[src/mips_pkg.sv]
`default_nettype none

package mips_pkg;

    localparam int XLEN       = 32;
    localparam int REG_ADDR_W = 5;
    localparam int NUM_REGS   = 32;

    localparam logic [XLEN-1:0]       RESET_PC = 32'h0040_0000;
    localparam logic [REG_ADDR_W-1:0] LINK_REG = 5'd31;

    typedef enum logic [5:0] {
        OP_SPECIAL = 6'h00,
        OP_J       = 6'h02,
        OP_JAL     = 6'h03,
        OP_BEQ     = 6'h04,
        OP_BNE     = 6'h05,
        OP_ADDIU   = 6'h09,
        OP_SLTI    = 6'h0a,
        OP_ANDI    = 6'h0c,
        OP_ORI     = 6'h0d,
        OP_XORI    = 6'h0e,
        OP_LUI     = 6'h0f,
        OP_LW      = 6'h23,
        OP_SW      = 6'h2b
    } opcode_e;

    typedef enum logic [5:0] {
        FN_SLL  = 6'h00,
        FN_SRL  = 6'h02,
        FN_JR   = 6'h08,
        FN_ADDU = 6'h21,
        FN_SUBU = 6'h23,
        FN_AND  = 6'h24,
        FN_OR   = 6'h25,
        FN_XOR  = 6'h26,
        FN_NOR  = 6'h27,
        FN_SLT  = 6'h2a,
        FN_SLTU = 6'h2b
    } funct_e;

    typedef enum logic [3:0] {
        ALU_ADD,
        ALU_SUB,
        ALU_AND,
        ALU_OR,
        ALU_XOR,
        ALU_NOR,
        ALU_SLT,
        ALU_SLTU,
        ALU_SLL,
        ALU_SRL,
        ALU_LUI
    } alu_op_e;

    // Source of the value written to the destination register
    typedef enum logic [1:0] {
        RES_ALU,
        RES_LINK,
        RES_LOAD
    } res_src_e;

    typedef struct packed {
        logic [XLEN-1:0]       pc;
        alu_op_e               alu_op;
        logic [XLEN-1:0]       a;
        logic [XLEN-1:0]       b;
        res_src_e              res_src;
        logic [REG_ADDR_W-1:0] rd;
        logic                  we;
    } id_ex_t;

    typedef struct packed {
        logic [XLEN-1:0]       result;
        logic [XLEN-1:0]       load_data;
        res_src_e              res_src;
        logic [REG_ADDR_W-1:0] rd;
        logic                  we;
    } ex_mem_t;

    typedef struct packed {
        logic                  we;
        logic [REG_ADDR_W-1:0] addr;
        logic [XLEN-1:0]       data;
    } wb_t;

    // valid is low while the value is not yet known (load in EXE)
    typedef struct packed {
        logic                  valid;
        logic                  we;
        logic [REG_ADDR_W-1:0] addr;
        logic [XLEN-1:0]       data;
    } fwd_t;

endpackage

`default_nettype wire

[src/alu.sv]
`timescale 1ns/1ps
`default_nettype none

module alu (
    input  mips_pkg::alu_op_e         i_op,
    input  logic [mips_pkg::XLEN-1:0] i_a,
    input  logic [mips_pkg::XLEN-1:0] i_b,
    output logic [mips_pkg::XLEN-1:0] o_result
);

    // Shifts move i_b by the amount in i_a
    always_comb begin
        o_result = '0;
        case (i_op)
            mips_pkg::ALU_ADD:  o_result = i_a + i_b;
            mips_pkg::ALU_SUB:  o_result = i_a - i_b;
            mips_pkg::ALU_AND:  o_result = i_a & i_b;
            mips_pkg::ALU_OR:   o_result = i_a | i_b;
            mips_pkg::ALU_XOR:  o_result = i_a ^ i_b;
            mips_pkg::ALU_NOR:  o_result = ~(i_a | i_b);
            mips_pkg::ALU_SLT:  o_result[0] = $signed(i_a) < $signed(i_b);
            mips_pkg::ALU_SLTU: o_result[0] = i_a < i_b;
            mips_pkg::ALU_SLL:  o_result = i_b << i_a[4:0];
            mips_pkg::ALU_SRL:  o_result = i_b >> i_a[4:0];
            mips_pkg::ALU_LUI:  o_result = {i_b[15:0], 16'h0000};
            default:            o_result = '0;
        endcase
    end

endmodule

`default_nettype wire

[src/decode_stage.sv]
`timescale 1ns/1ps
`default_nettype none

module decode_stage (
    input  logic                            i_clk,
    input  logic                            i_rst_n,
    input  logic                            i_stall,
    input  logic [mips_pkg::XLEN-1:0]       i_pc,
    input  logic [mips_pkg::XLEN-1:0]       i_instr,
    input  logic [mips_pkg::XLEN-1:0]       i_rs_val,
    input  logic [mips_pkg::XLEN-1:0]       i_rt_val,
    output logic [mips_pkg::REG_ADDR_W-1:0] o_rs_addr,
    output logic [mips_pkg::REG_ADDR_W-1:0] o_rt_addr,
    output logic                            o_branch_taken,
    output logic [mips_pkg::XLEN-1:0]       o_branch_target,
    output logic [mips_pkg::XLEN-1:0]       o_dmem_addr,
    output logic [mips_pkg::XLEN-1:0]       o_dmem_wdata,
    output logic                            o_dmem_we,
    output mips_pkg::id_ex_t                o_id_ex
);

    mips_pkg::opcode_e         opcode;
    mips_pkg::funct_e          funct;
    mips_pkg::id_ex_t          id_ex_d;
    logic [mips_pkg::XLEN-1:0] imm_sext;
    logic [mips_pkg::XLEN-1:0] imm_zext;
    logic [mips_pkg::XLEN-1:0] pc_plus4;
    logic [mips_pkg::XLEN-1:0] br_target;
    logic [mips_pkg::XLEN-1:0] jmp_target;
    logic                      is_sw;

    assign opcode    = mips_pkg::opcode_e'(i_instr[31:26]);
    assign funct     = mips_pkg::funct_e'(i_instr[5:0]);
    assign o_rs_addr = i_instr[25:21];
    assign o_rt_addr = i_instr[20:16];

    assign imm_sext   = {{(mips_pkg::XLEN-16){i_instr[15]}}, i_instr[15:0]};
    assign imm_zext   = {{(mips_pkg::XLEN-16){1'b0}}, i_instr[15:0]};
    assign pc_plus4   = i_pc + 4;
    assign br_target  = pc_plus4 + {imm_sext[mips_pkg::XLEN-3:0], 2'b00};
    assign jmp_target = {pc_plus4[31:28], i_instr[25:0], 2'b00};

    always_comb begin
        id_ex_d         = '0;
        id_ex_d.pc      = i_pc;
        id_ex_d.alu_op  = mips_pkg::ALU_ADD;
        id_ex_d.a       = i_rs_val;
        id_ex_d.b       = imm_sext;
        id_ex_d.res_src = mips_pkg::RES_ALU;
        id_ex_d.rd      = i_instr[20:16];
        o_branch_taken  = 1'b0;
        o_branch_target = br_target;
        is_sw           = 1'b0;
        case (opcode)
            mips_pkg::OP_SPECIAL: begin
                id_ex_d.b  = i_rt_val;
                id_ex_d.rd = i_instr[15:11];
                id_ex_d.we = 1'b1;
                case (funct)
                    mips_pkg::FN_SLL: begin
                        id_ex_d.alu_op = mips_pkg::ALU_SLL;
                        id_ex_d.a      = {{(mips_pkg::XLEN-5){1'b0}}, i_instr[10:6]};
                    end
                    mips_pkg::FN_SRL: begin
                        id_ex_d.alu_op = mips_pkg::ALU_SRL;
                        id_ex_d.a      = {{(mips_pkg::XLEN-5){1'b0}}, i_instr[10:6]};
                    end
                    mips_pkg::FN_JR: begin
                        id_ex_d.we      = 1'b0;
                        o_branch_taken  = 1'b1;
                        o_branch_target = i_rs_val;
                    end
                    mips_pkg::FN_ADDU: id_ex_d.alu_op = mips_pkg::ALU_ADD;
                    mips_pkg::FN_SUBU: id_ex_d.alu_op = mips_pkg::ALU_SUB;
                    mips_pkg::FN_AND:  id_ex_d.alu_op = mips_pkg::ALU_AND;
                    mips_pkg::FN_OR:   id_ex_d.alu_op = mips_pkg::ALU_OR;
                    mips_pkg::FN_XOR:  id_ex_d.alu_op = mips_pkg::ALU_XOR;
                    mips_pkg::FN_NOR:  id_ex_d.alu_op = mips_pkg::ALU_NOR;
                    mips_pkg::FN_SLT:  id_ex_d.alu_op = mips_pkg::ALU_SLT;
                    mips_pkg::FN_SLTU: id_ex_d.alu_op = mips_pkg::ALU_SLTU;
                    default:           id_ex_d.we = 1'b0;
                endcase
            end
            mips_pkg::OP_J: begin
                o_branch_taken  = 1'b1;
                o_branch_target = jmp_target;
            end
            mips_pkg::OP_JAL: begin
                o_branch_taken  = 1'b1;
                o_branch_target = jmp_target;
                id_ex_d.res_src = mips_pkg::RES_LINK;
                id_ex_d.rd      = mips_pkg::LINK_REG;
                id_ex_d.we      = 1'b1;
            end
            mips_pkg::OP_BEQ: o_branch_taken = (i_rs_val == i_rt_val);
            mips_pkg::OP_BNE: o_branch_taken = (i_rs_val != i_rt_val);
            mips_pkg::OP_ADDIU: id_ex_d.we = 1'b1;
            mips_pkg::OP_SLTI: begin
                id_ex_d.alu_op = mips_pkg::ALU_SLT;
                id_ex_d.we     = 1'b1;
            end
            mips_pkg::OP_ANDI: begin
                id_ex_d.alu_op = mips_pkg::ALU_AND;
                id_ex_d.b      = imm_zext;
                id_ex_d.we     = 1'b1;
            end
            mips_pkg::OP_ORI: begin
                id_ex_d.alu_op = mips_pkg::ALU_OR;
                id_ex_d.b      = imm_zext;
                id_ex_d.we     = 1'b1;
            end
            mips_pkg::OP_XORI: begin
                id_ex_d.alu_op = mips_pkg::ALU_XOR;
                id_ex_d.b      = imm_zext;
                id_ex_d.we     = 1'b1;
            end
            mips_pkg::OP_LUI: begin
                id_ex_d.alu_op = mips_pkg::ALU_LUI;
                id_ex_d.b      = imm_zext;
                id_ex_d.we     = 1'b1;
            end
            mips_pkg::OP_LW: begin
                id_ex_d.res_src = mips_pkg::RES_LOAD;
                id_ex_d.we      = 1'b1;
            end
            mips_pkg::OP_SW: is_sw = 1'b1;
            default: ;
        endcase
    end

    // Loads also present their address here, read data follows in EXE
    assign o_dmem_addr  = i_rs_val + imm_sext;
    assign o_dmem_wdata = i_rt_val;
    assign o_dmem_we    = is_sw && !i_stall;

    always_ff @(posedge i_clk) begin
        o_id_ex <= id_ex_d;
        if (!i_rst_n || i_stall) begin
            o_id_ex.we <= 1'b0;
        end
    end

    a_store_aligned: assert property (@(posedge i_clk) disable iff (!i_rst_n)
        o_dmem_we |-> o_dmem_addr[1:0] == 2'b00);

    // The bubble behind a load clears the hazard on the next cycle
    a_single_stall: assert property (@(posedge i_clk) disable iff (!i_rst_n)
        i_stall |=> !i_stall);

endmodule

`default_nettype wire

[src/execute_stage.sv]
`timescale 1ns/1ps
`default_nettype none

module execute_stage (
    input  logic                      i_clk,
    input  logic                      i_rst_n,
    input  mips_pkg::id_ex_t          i_id_ex,
    input  logic [mips_pkg::XLEN-1:0] i_dmem_rdata,
    output mips_pkg::fwd_t            o_ex_fwd,
    output mips_pkg::ex_mem_t         o_ex_mem
);

    logic [mips_pkg::XLEN-1:0] alu_result;
    logic [mips_pkg::XLEN-1:0] ex_result;

    alu u_alu (
        .i_op    (i_id_ex.alu_op),
        .i_a     (i_id_ex.a),
        .i_b     (i_id_ex.b),
        .o_result(alu_result)
    );

    // jal links past its delay slot
    assign ex_result = (i_id_ex.res_src == mips_pkg::RES_LINK) ? i_id_ex.pc + 8 : alu_result;

    assign o_ex_fwd.valid = (i_id_ex.res_src != mips_pkg::RES_LOAD);
    assign o_ex_fwd.we    = i_id_ex.we;
    assign o_ex_fwd.addr  = i_id_ex.rd;
    assign o_ex_fwd.data  = ex_result;

    always_ff @(posedge i_clk) begin
        o_ex_mem.result    <= ex_result;
        o_ex_mem.load_data <= i_dmem_rdata;
        o_ex_mem.res_src   <= i_id_ex.res_src;
        o_ex_mem.rd        <= i_id_ex.rd;
        o_ex_mem.we        <= i_rst_n && i_id_ex.we;
    end

endmodule

`default_nettype wire

[src/fetch_stage.sv]
`timescale 1ns/1ps
`default_nettype none

module fetch_stage (
    input  logic                      i_clk,
    input  logic                      i_rst_n,
    input  logic                      i_stall,
    input  logic                      i_branch_taken,
    input  logic [mips_pkg::XLEN-1:0] i_branch_target,
    input  logic [mips_pkg::XLEN-1:0] i_imem_rdata,
    output logic [mips_pkg::XLEN-1:0] o_imem_raddr,
    output logic [mips_pkg::XLEN-1:0] o_id_pc,
    output logic [mips_pkg::XLEN-1:0] o_id_instr
);

    logic [mips_pkg::XLEN-1:0] pc;

    assign o_imem_raddr = pc;

    // Branch in ID redirects after the delay slot now in IF
    always_ff @(posedge i_clk) begin
        if (!i_rst_n) begin
            pc <= mips_pkg::RESET_PC;
        end else if (!i_stall) begin
            pc <= i_branch_taken ? i_branch_target : pc + 4;
        end
    end

    // Reset leaves a nop (sll r0) in IF/ID
    always_ff @(posedge i_clk) begin
        if (!i_stall) begin
            o_id_pc    <= pc;
            o_id_instr <= i_imem_rdata;
        end
        if (!i_rst_n) begin
            o_id_instr <= '0;
        end
    end

    a_pc_aligned: assert property (@(posedge i_clk) disable iff (!i_rst_n)
        pc[1:0] == 2'b00);

endmodule

`default_nettype wire

[src/hazard_unit.sv]
`timescale 1ns/1ps
`default_nettype none

module hazard_unit (
    input  logic [mips_pkg::REG_ADDR_W-1:0] i_rs_addr,
    input  logic [mips_pkg::REG_ADDR_W-1:0] i_rt_addr,
    input  logic [mips_pkg::XLEN-1:0]       i_rs_data,
    input  logic [mips_pkg::XLEN-1:0]       i_rt_data,
    input  mips_pkg::fwd_t                  i_ex_fwd,
    input  mips_pkg::fwd_t                  i_mem_fwd,
    output logic [mips_pkg::XLEN-1:0]       o_rs_val,
    output logic [mips_pkg::XLEN-1:0]       o_rt_val,
    output logic                            o_stall
);

    function automatic logic hits(input mips_pkg::fwd_t src,
                                  input logic [mips_pkg::REG_ADDR_W-1:0] addr);
        return src.we && (src.addr != '0) && (src.addr == addr);
    endfunction

    // EXE wins over MEM, the register file covers WB
    function automatic logic [mips_pkg::XLEN-1:0] bypass(
        input logic [mips_pkg::REG_ADDR_W-1:0] addr,
        input logic [mips_pkg::XLEN-1:0]       rf_data,
        input mips_pkg::fwd_t                  ex_src,
        input mips_pkg::fwd_t                  mem_src
    );
        logic [mips_pkg::XLEN-1:0] val;
        val = rf_data;
        if (hits(ex_src, addr) && ex_src.valid) begin
            val = ex_src.data;
        end else if (hits(mem_src, addr) && mem_src.valid) begin
            val = mem_src.data;
        end
        return val;
    endfunction

    assign o_rs_val = bypass(i_rs_addr, i_rs_data, i_ex_fwd, i_mem_fwd);
    assign o_rt_val = bypass(i_rt_addr, i_rt_data, i_ex_fwd, i_mem_fwd);

    // Load in EXE, data not there until MEM
    assign o_stall = !i_ex_fwd.valid
                     && (hits(i_ex_fwd, i_rs_addr) || hits(i_ex_fwd, i_rt_addr));

endmodule

`default_nettype wire

[src/memory_stage.sv]
`timescale 1ns/1ps
`default_nettype none

module memory_stage (
    input  logic              i_clk,
    input  logic              i_rst_n,
    input  mips_pkg::ex_mem_t i_ex_mem,
    output mips_pkg::fwd_t    o_mem_fwd,
    output mips_pkg::wb_t     o_wb
);

    logic [mips_pkg::XLEN-1:0] final_val;

    assign final_val = (i_ex_mem.res_src == mips_pkg::RES_LOAD) ? i_ex_mem.load_data
                                                                : i_ex_mem.result;

    // Every value is known by MEM
    assign o_mem_fwd.valid = 1'b1;
    assign o_mem_fwd.we    = i_ex_mem.we;
    assign o_mem_fwd.addr  = i_ex_mem.rd;
    assign o_mem_fwd.data  = final_val;

    always_ff @(posedge i_clk) begin
        o_wb.addr <= i_ex_mem.rd;
        o_wb.data <= final_val;
        o_wb.we   <= i_rst_n && i_ex_mem.we;
    end

endmodule

`default_nettype wire

[src/mips_core.sv]
`timescale 1ns/1ps
`default_nettype none

module mips_core (
    input  logic                      i_clk,
    input  logic                      i_rst_n,
    output logic [mips_pkg::XLEN-1:0] o_imem_raddr,
    input  logic [mips_pkg::XLEN-1:0] i_imem_rdata,
    output logic [mips_pkg::XLEN-1:0] o_dmem_addr,
    output logic [mips_pkg::XLEN-1:0] o_dmem_wdata,
    output logic                      o_dmem_we,
    input  logic [mips_pkg::XLEN-1:0] i_dmem_rdata
);

    logic [mips_pkg::XLEN-1:0]       id_pc;
    logic [mips_pkg::XLEN-1:0]       id_instr;
    logic                            branch_taken;
    logic [mips_pkg::XLEN-1:0]       branch_target;
    logic [mips_pkg::REG_ADDR_W-1:0] rs_addr;
    logic [mips_pkg::REG_ADDR_W-1:0] rt_addr;
    logic [mips_pkg::XLEN-1:0]       rs_data;
    logic [mips_pkg::XLEN-1:0]       rt_data;
    logic [mips_pkg::XLEN-1:0]       rs_val;
    logic [mips_pkg::XLEN-1:0]       rt_val;
    logic                            stall;

    mips_pkg::id_ex_t  id_ex;
    mips_pkg::ex_mem_t ex_mem;
    mips_pkg::fwd_t    ex_fwd;
    mips_pkg::fwd_t    mem_fwd;
    mips_pkg::wb_t     wb;

    fetch_stage u_fetch (
        .i_clk          (i_clk),
        .i_rst_n        (i_rst_n),
        .i_stall        (stall),
        .i_branch_taken (branch_taken),
        .i_branch_target(branch_target),
        .i_imem_rdata   (i_imem_rdata),
        .o_imem_raddr   (o_imem_raddr),
        .o_id_pc        (id_pc),
        .o_id_instr     (id_instr)
    );

    decode_stage u_decode (
        .i_clk          (i_clk),
        .i_rst_n        (i_rst_n),
        .i_stall        (stall),
        .i_pc           (id_pc),
        .i_instr        (id_instr),
        .i_rs_val       (rs_val),
        .i_rt_val       (rt_val),
        .o_rs_addr      (rs_addr),
        .o_rt_addr      (rt_addr),
        .o_branch_taken (branch_taken),
        .o_branch_target(branch_target),
        .o_dmem_addr    (o_dmem_addr),
        .o_dmem_wdata   (o_dmem_wdata),
        .o_dmem_we      (o_dmem_we),
        .o_id_ex        (id_ex)
    );

    reg_file u_reg_file (
        .i_clk    (i_clk),
        .i_rst_n  (i_rst_n),
        .i_rs_addr(rs_addr),
        .i_rt_addr(rt_addr),
        .i_wb     (wb),
        .o_rs_data(rs_data),
        .o_rt_data(rt_data)
    );

    hazard_unit u_hazard (
        .i_rs_addr(rs_addr),
        .i_rt_addr(rt_addr),
        .i_rs_data(rs_data),
        .i_rt_data(rt_data),
        .i_ex_fwd (ex_fwd),
        .i_mem_fwd(mem_fwd),
        .o_rs_val (rs_val),
        .o_rt_val (rt_val),
        .o_stall  (stall)
    );

    execute_stage u_execute (
        .i_clk       (i_clk),
        .i_rst_n     (i_rst_n),
        .i_id_ex     (id_ex),
        .i_dmem_rdata(i_dmem_rdata),
        .o_ex_fwd    (ex_fwd),
        .o_ex_mem    (ex_mem)
    );

    memory_stage u_memory (
        .i_clk    (i_clk),
        .i_rst_n  (i_rst_n),
        .i_ex_mem (ex_mem),
        .o_mem_fwd(mem_fwd),
        .o_wb     (wb)
    );

endmodule

`default_nettype wire

[src/reg_file.sv]
`timescale 1ns/1ps
`default_nettype none

module reg_file (
    input  logic                            i_clk,
    input  logic                            i_rst_n,
    input  logic [mips_pkg::REG_ADDR_W-1:0] i_rs_addr,
    input  logic [mips_pkg::REG_ADDR_W-1:0] i_rt_addr,
    input  mips_pkg::wb_t                   i_wb,
    output logic [mips_pkg::XLEN-1:0]       o_rs_data,
    output logic [mips_pkg::XLEN-1:0]       o_rt_data
);

    logic [mips_pkg::XLEN-1:0] regs [mips_pkg::NUM_REGS];
    logic                      wr_en;

    assign wr_en = i_rst_n && i_wb.we && (i_wb.addr != '0);

    always_ff @(posedge i_clk) begin
        if (wr_en) begin
            regs[i_wb.addr] <= i_wb.data;
        end
    end

    // Write-through covers the WB stage
    always_comb begin
        o_rs_data = regs[i_rs_addr];
        o_rt_data = regs[i_rt_addr];
        if (wr_en && i_wb.addr == i_rs_addr) begin
            o_rs_data = i_wb.data;
        end
        if (wr_en && i_wb.addr == i_rt_addr) begin
            o_rt_data = i_wb.data;
        end
        if (i_rs_addr == '0) begin
            o_rs_data = '0;
        end
        if (i_rt_addr == '0) begin
            o_rt_data = '0;
        end
    end

endmodule

`default_nettype wire

[config.mk]
export PLATFORM = sky130hd
export DESIGN_NAME = mips_core
export DESIGN_NICKNAME = d
export VERILOG_FILES = /design/src/mips_pkg.sv /design/src/alu.sv /design/src/decode_stage.sv /design/src/execute_stage.sv /design/src/fetch_stage.sv /design/src/hazard_unit.sv /design/src/memory_stage.sv /design/src/mips_core.sv /design/src/reg_file.sv
export SDC_FILE = /design/constraint.sdc
export NUM_CORES = 2
export LEC_CHECK = 0
export BUFFER_PORTS_ARGS = -buffer_cell sky130_fd_sc_hd__buf_2
export CAP_MARGIN = 25
export CORE_MARGIN = 4
export CORE_UTILIZATION = 25
export CTS_CLUSTER_SIZE = 30
export DETAILED_ROUTE_END_ITERATION = 8
export PLACE_DENSITY = 0.4
export SYNTH_ARGS = -nofsm -noshare
export SYNTH_HDL_FRONTEND = slang
export SYNTH_SLANG_ARGS = --single-unit
export TNS_END_PERCENT = 100
[constraint.sdc]
create_clock -name i_clk -period 8.8 [get_ports i_clk]
set_input_delay 0.44 -clock i_clk [delete_from_list [all_inputs] [get_ports i_clk]]
set_output_delay 0.44 -clock i_clk [all_outputs]
set_load 0.01 [all_outputs]
==> flow_summary_export.csv <==
group,metric,value,unit
synth,synth_seq_area_share,0.494,
synth,synth.area.top_cells,"edfxtp_1 (42%), mux4_2 (15%), dfxtp_1 (7.7%)",
final_layout,utilization,0.298,
detailed_routing,drc_errors,0,
sta,period_share,0.981,
worst_setup_path,startpoint,"u_decode.o_id_ex[74]",
sta,finalHoldViolCount,0,
worst_setup_path,cp_num_buf_inv,3,
global_routing,overflow,0,
flow_run,maxCapViolations,0,
clock_tree,clk_latency,0.89,ns
worst_setup_path,reg2reg_to,"u_fetch.o_imem_raddr[20]",
hold_path,hold_depth,3,
global_routing,grt_max_degree,101,
clock_tree,cts.sinks,1348,
synth,synth.most_common_cell,"edfxtp_1",
global_routing,grt_pass1_wl,504000,µm
worst_setup_path,cpPeakStageDelay,0.75,ns
sta,tightestPinTransition,1.27,ns
detailed_routing,antenna_left,0,
die,core,303000,µm²
final_layout,synthToLayoutAreaGrowth,18.6,%
global_routing,track_usage,0.228,
worst_setup_path,cp_slowest_cell,"nor2b_2",
synth,syn_area_per_cell,12.4,µm²
sta,max_freq,0.116,GHz
die,io_pins,163,
final_layout,nFillCells,30700,
sta,post-route-min-period,8.63,ns
final_layout,final_nets,6766,
clock_tree,htree_num_levels,4,
pwr,fin_total_pwr,0.0205,W
sta,holdWs,0.0816,ns
pwr,vdd_drop_max,0.000147,V
pwr,power_leakage,31.1,nW
detailed_routing,wl_per_cell,34.9,µm
hold_path,hold_class,"primary input to flip-flop",
pwr,p_per_area,227,nW/µm²
hold_path,min-delay-start,"i_imem_rdata[20]",
placed_design,dp_hpwl,258000,µm
worst_setup_path,reg2reg_depth,21,
clock_tree,clk_pin_slew_worst_paths,0.06,ns
synth,yosys_warnings,0,
global_routing,antenna_found_initial,25,
synth,synth_top_area_share,0.417,
die,rows,202,
synth,synth_cell_types,102,
worst_setup_path,cp_max_fo,28,
placed_design,gp_congestion,0.944,
run_status,status,"finished, final reports clean",
worst_setup_path,reg2reg_from,"u_decode.o_id_ex[74]",
synth,synth_common_cells,"edfxtp_1 (1056), mux4_2 (514), nand2_1 (508)",
worst_setup_path,start_kind,"flip-flop",
synth,yosysTopAreaCell,"edfxtp_1",
worst_setup_path,crit_arrival,8.19,ns
worst_setup_path,critical_path_required,8.36,ns
die,dieArea,313000,µm²
sta,slew_viol_final,0,
detailed_routing,vias_per_cell,5.60,
final_layout,multi_input_area,36400,µm²
clock_tree,cts_tree,"yes",
detailed_routing,drtPass1Iterations,6,
worst_setup_path,endpoint_kind,"output port",
clock_tree,cts_buffers,169,
final_layout,register_area,37600,µm²
synth,synth_edf_count,1056,
final_layout,final_layout_size_suffix_gt1_frac,0.239,
die,chipHeight,560,µm
synth,synth_flop_cell,"edfxtp_1",
die,die_x,560,µm
synth,ys_ff_latch,1348,
global_routing,grt_pass1_vias,58400,
clock_tree,cts-root-buf,"clkbuf_16",
sta,setup_viol,0,
detailed_routing,vias,59700,
sta,slew-limit-headroom,0.156,
die,initial_utilization,0.251,
synth,syn_inst,6127,
placed_design,io_buffers,162,
synth,async_flop_share,0,
worst_setup_path,critPathTopFamily,"compound AO/OA/AOI/OAI gates",
synth,synthesis.area,76100,µm²
detailed_routing,drt_wl_total,372000,µm
worst_setup_path,rrSetupSlack,0.73,ns
clock_tree,clk_path_buf_depth,4,
detailed_routing,drtIter0Drc,6669,
sta,fin_skew,0.0745,ns
worst_setup_path,worstSetupPathType,"flip-flop to output port",
[worst min-delay path, stage by stage]
cell     delay, ns
buf_2         0.10
nand2_1       0.12
a21oi_1       0.18
[layout make-up]
type,instances,share of cell area
flip-flops and latches,1348,0.417
multi-input cells,4154,0.403
repair buffers,667,0.0579
well taps,3978,0.0552
clock buffers,221,0.0506
inverters,197,0.00822
clock inverters,76,0.00793
diodes,9,0.000250
[state kept, by name (all words and copies together), names as in the netlist, named ones only]
name	flops
u_execute.o_ex_mem	72
u_fetch.o_id_instr	32
u_fetch.o_id_pc	32
u_reg_file.regs	1024
u_decode.o_id_ex	108
u_memory.o_wb	38
u_fetch.o_imem_raddr	32
[power by group]
group	total, W	switching [W]	internal, W
logic	0.00554	0.00369	0.00184
clock network	0.00684	0.00292	0.00393
registers	0.00809	0.000331	0.00776
[cell families (layout without fill, tap and decap cells)]
| kind of cell | count (synthesis) | count (layout) | share of synthesized area |
|---|---|---|---|
| fa+ha+maj | 163 | 163 | 0.0272 |
| xor+xnor | 182 | 182 | 0.0209 |
| flops | 1348 | 1348 | 0.494 |
| other cells | 1 | 41 | 0.0000493 |
| mux | 907 | 907 | 0.205 |
| simple gates | 1549 | 1549 | 0.0972 |
| buf+inv | 656 | 1161 | 0.0367 |
| compound gates | 1321 | 1321 | 0.119 |
[worst max-delay path by stage]
stage | to | slack [ns] | cells after the start
3_3_place_gp | o_dmem_addr[30] | -0.10 | 37
3_5_place_dp | o_dmem_addr[30] | 0.09 | 37
5_1_grt | o_dmem_addr[30] | -0.02 | 39
6_report | o_dmem_addr[31] | 0.17 | 27
2_1_floorplan | o_dmem_addr[30] | 0.70 | 37
4_1_cts | o_dmem_addr[31] | 0.007 | 29
[what timing repair did]
item,in CTS,in global routing
gates resized for setup,11,34
setup endpoints to repair,9,8
hold endpoints to repair,70,0
buffers inserted,7,6
pin swaps,6,18
hold buffers,62,0
[cell usage in the layout (no fill, tap or decap), types with 32 or more instances in the layout]
cell	Yosys	routed
a211oi_1	59	56
a21o_1	42	42
a21oi_1	285	278
a221oi_1	76	73
a22oi_1	118	118
a31oi_1	40	38
and3_1	59	59
buf_2	88	167
buf_4	41	404
clkbuf_1	283	41
clkbuf_16	0	172
conb_1	1	32
dfxtp_1	292	275
dlygate4sd3_1	0	62
edfxtp_1	1056	1056
ha_1	159	157
inv_1	188	184
mux2_2	63	63
mux2i_1	329	327
mux4_2	514	514
nand2_1	508	508
nand2b_1	39	38
nand3_1	140	140
nand4_1	65	65
nor2_1	367	329
nor2b_1	70	65
nor3_1	103	99
o211ai_1	54	54
o21a_1	34	34
o21ai_0	228	220
o22ai_1	48	48
xnor2_1	127	127
xor2_1	55	55
[stage by stage]
step | setup WS, ns | TNS (ns) | area, µm² | instances
CTS | 0.00669 | 0 | 89900 | 10600
global placement | -0.103 | -0.103 | 83600 | 10200
detailed placement | 0.0861 | 0 | 83900 | 10300
floorplan | 0.696 | 0 | 76200 | 6158
global route | -0.0230 | -0.0259 | 90200 | 10600
finish | 0.165 | 0 | 90200 | 10700
[layer usage]
layer	vias to the layer above	part of all wire	GRT usage
met5	-	0.000070	0
met4	4	0.054	0.108
met3	632	0.063	0.0335
met2	2655	0.47	0.372
met1	31500	0.42	0.299
li1	24900	-	-
No activity file was read; power rests on OpenSTA's default activity.
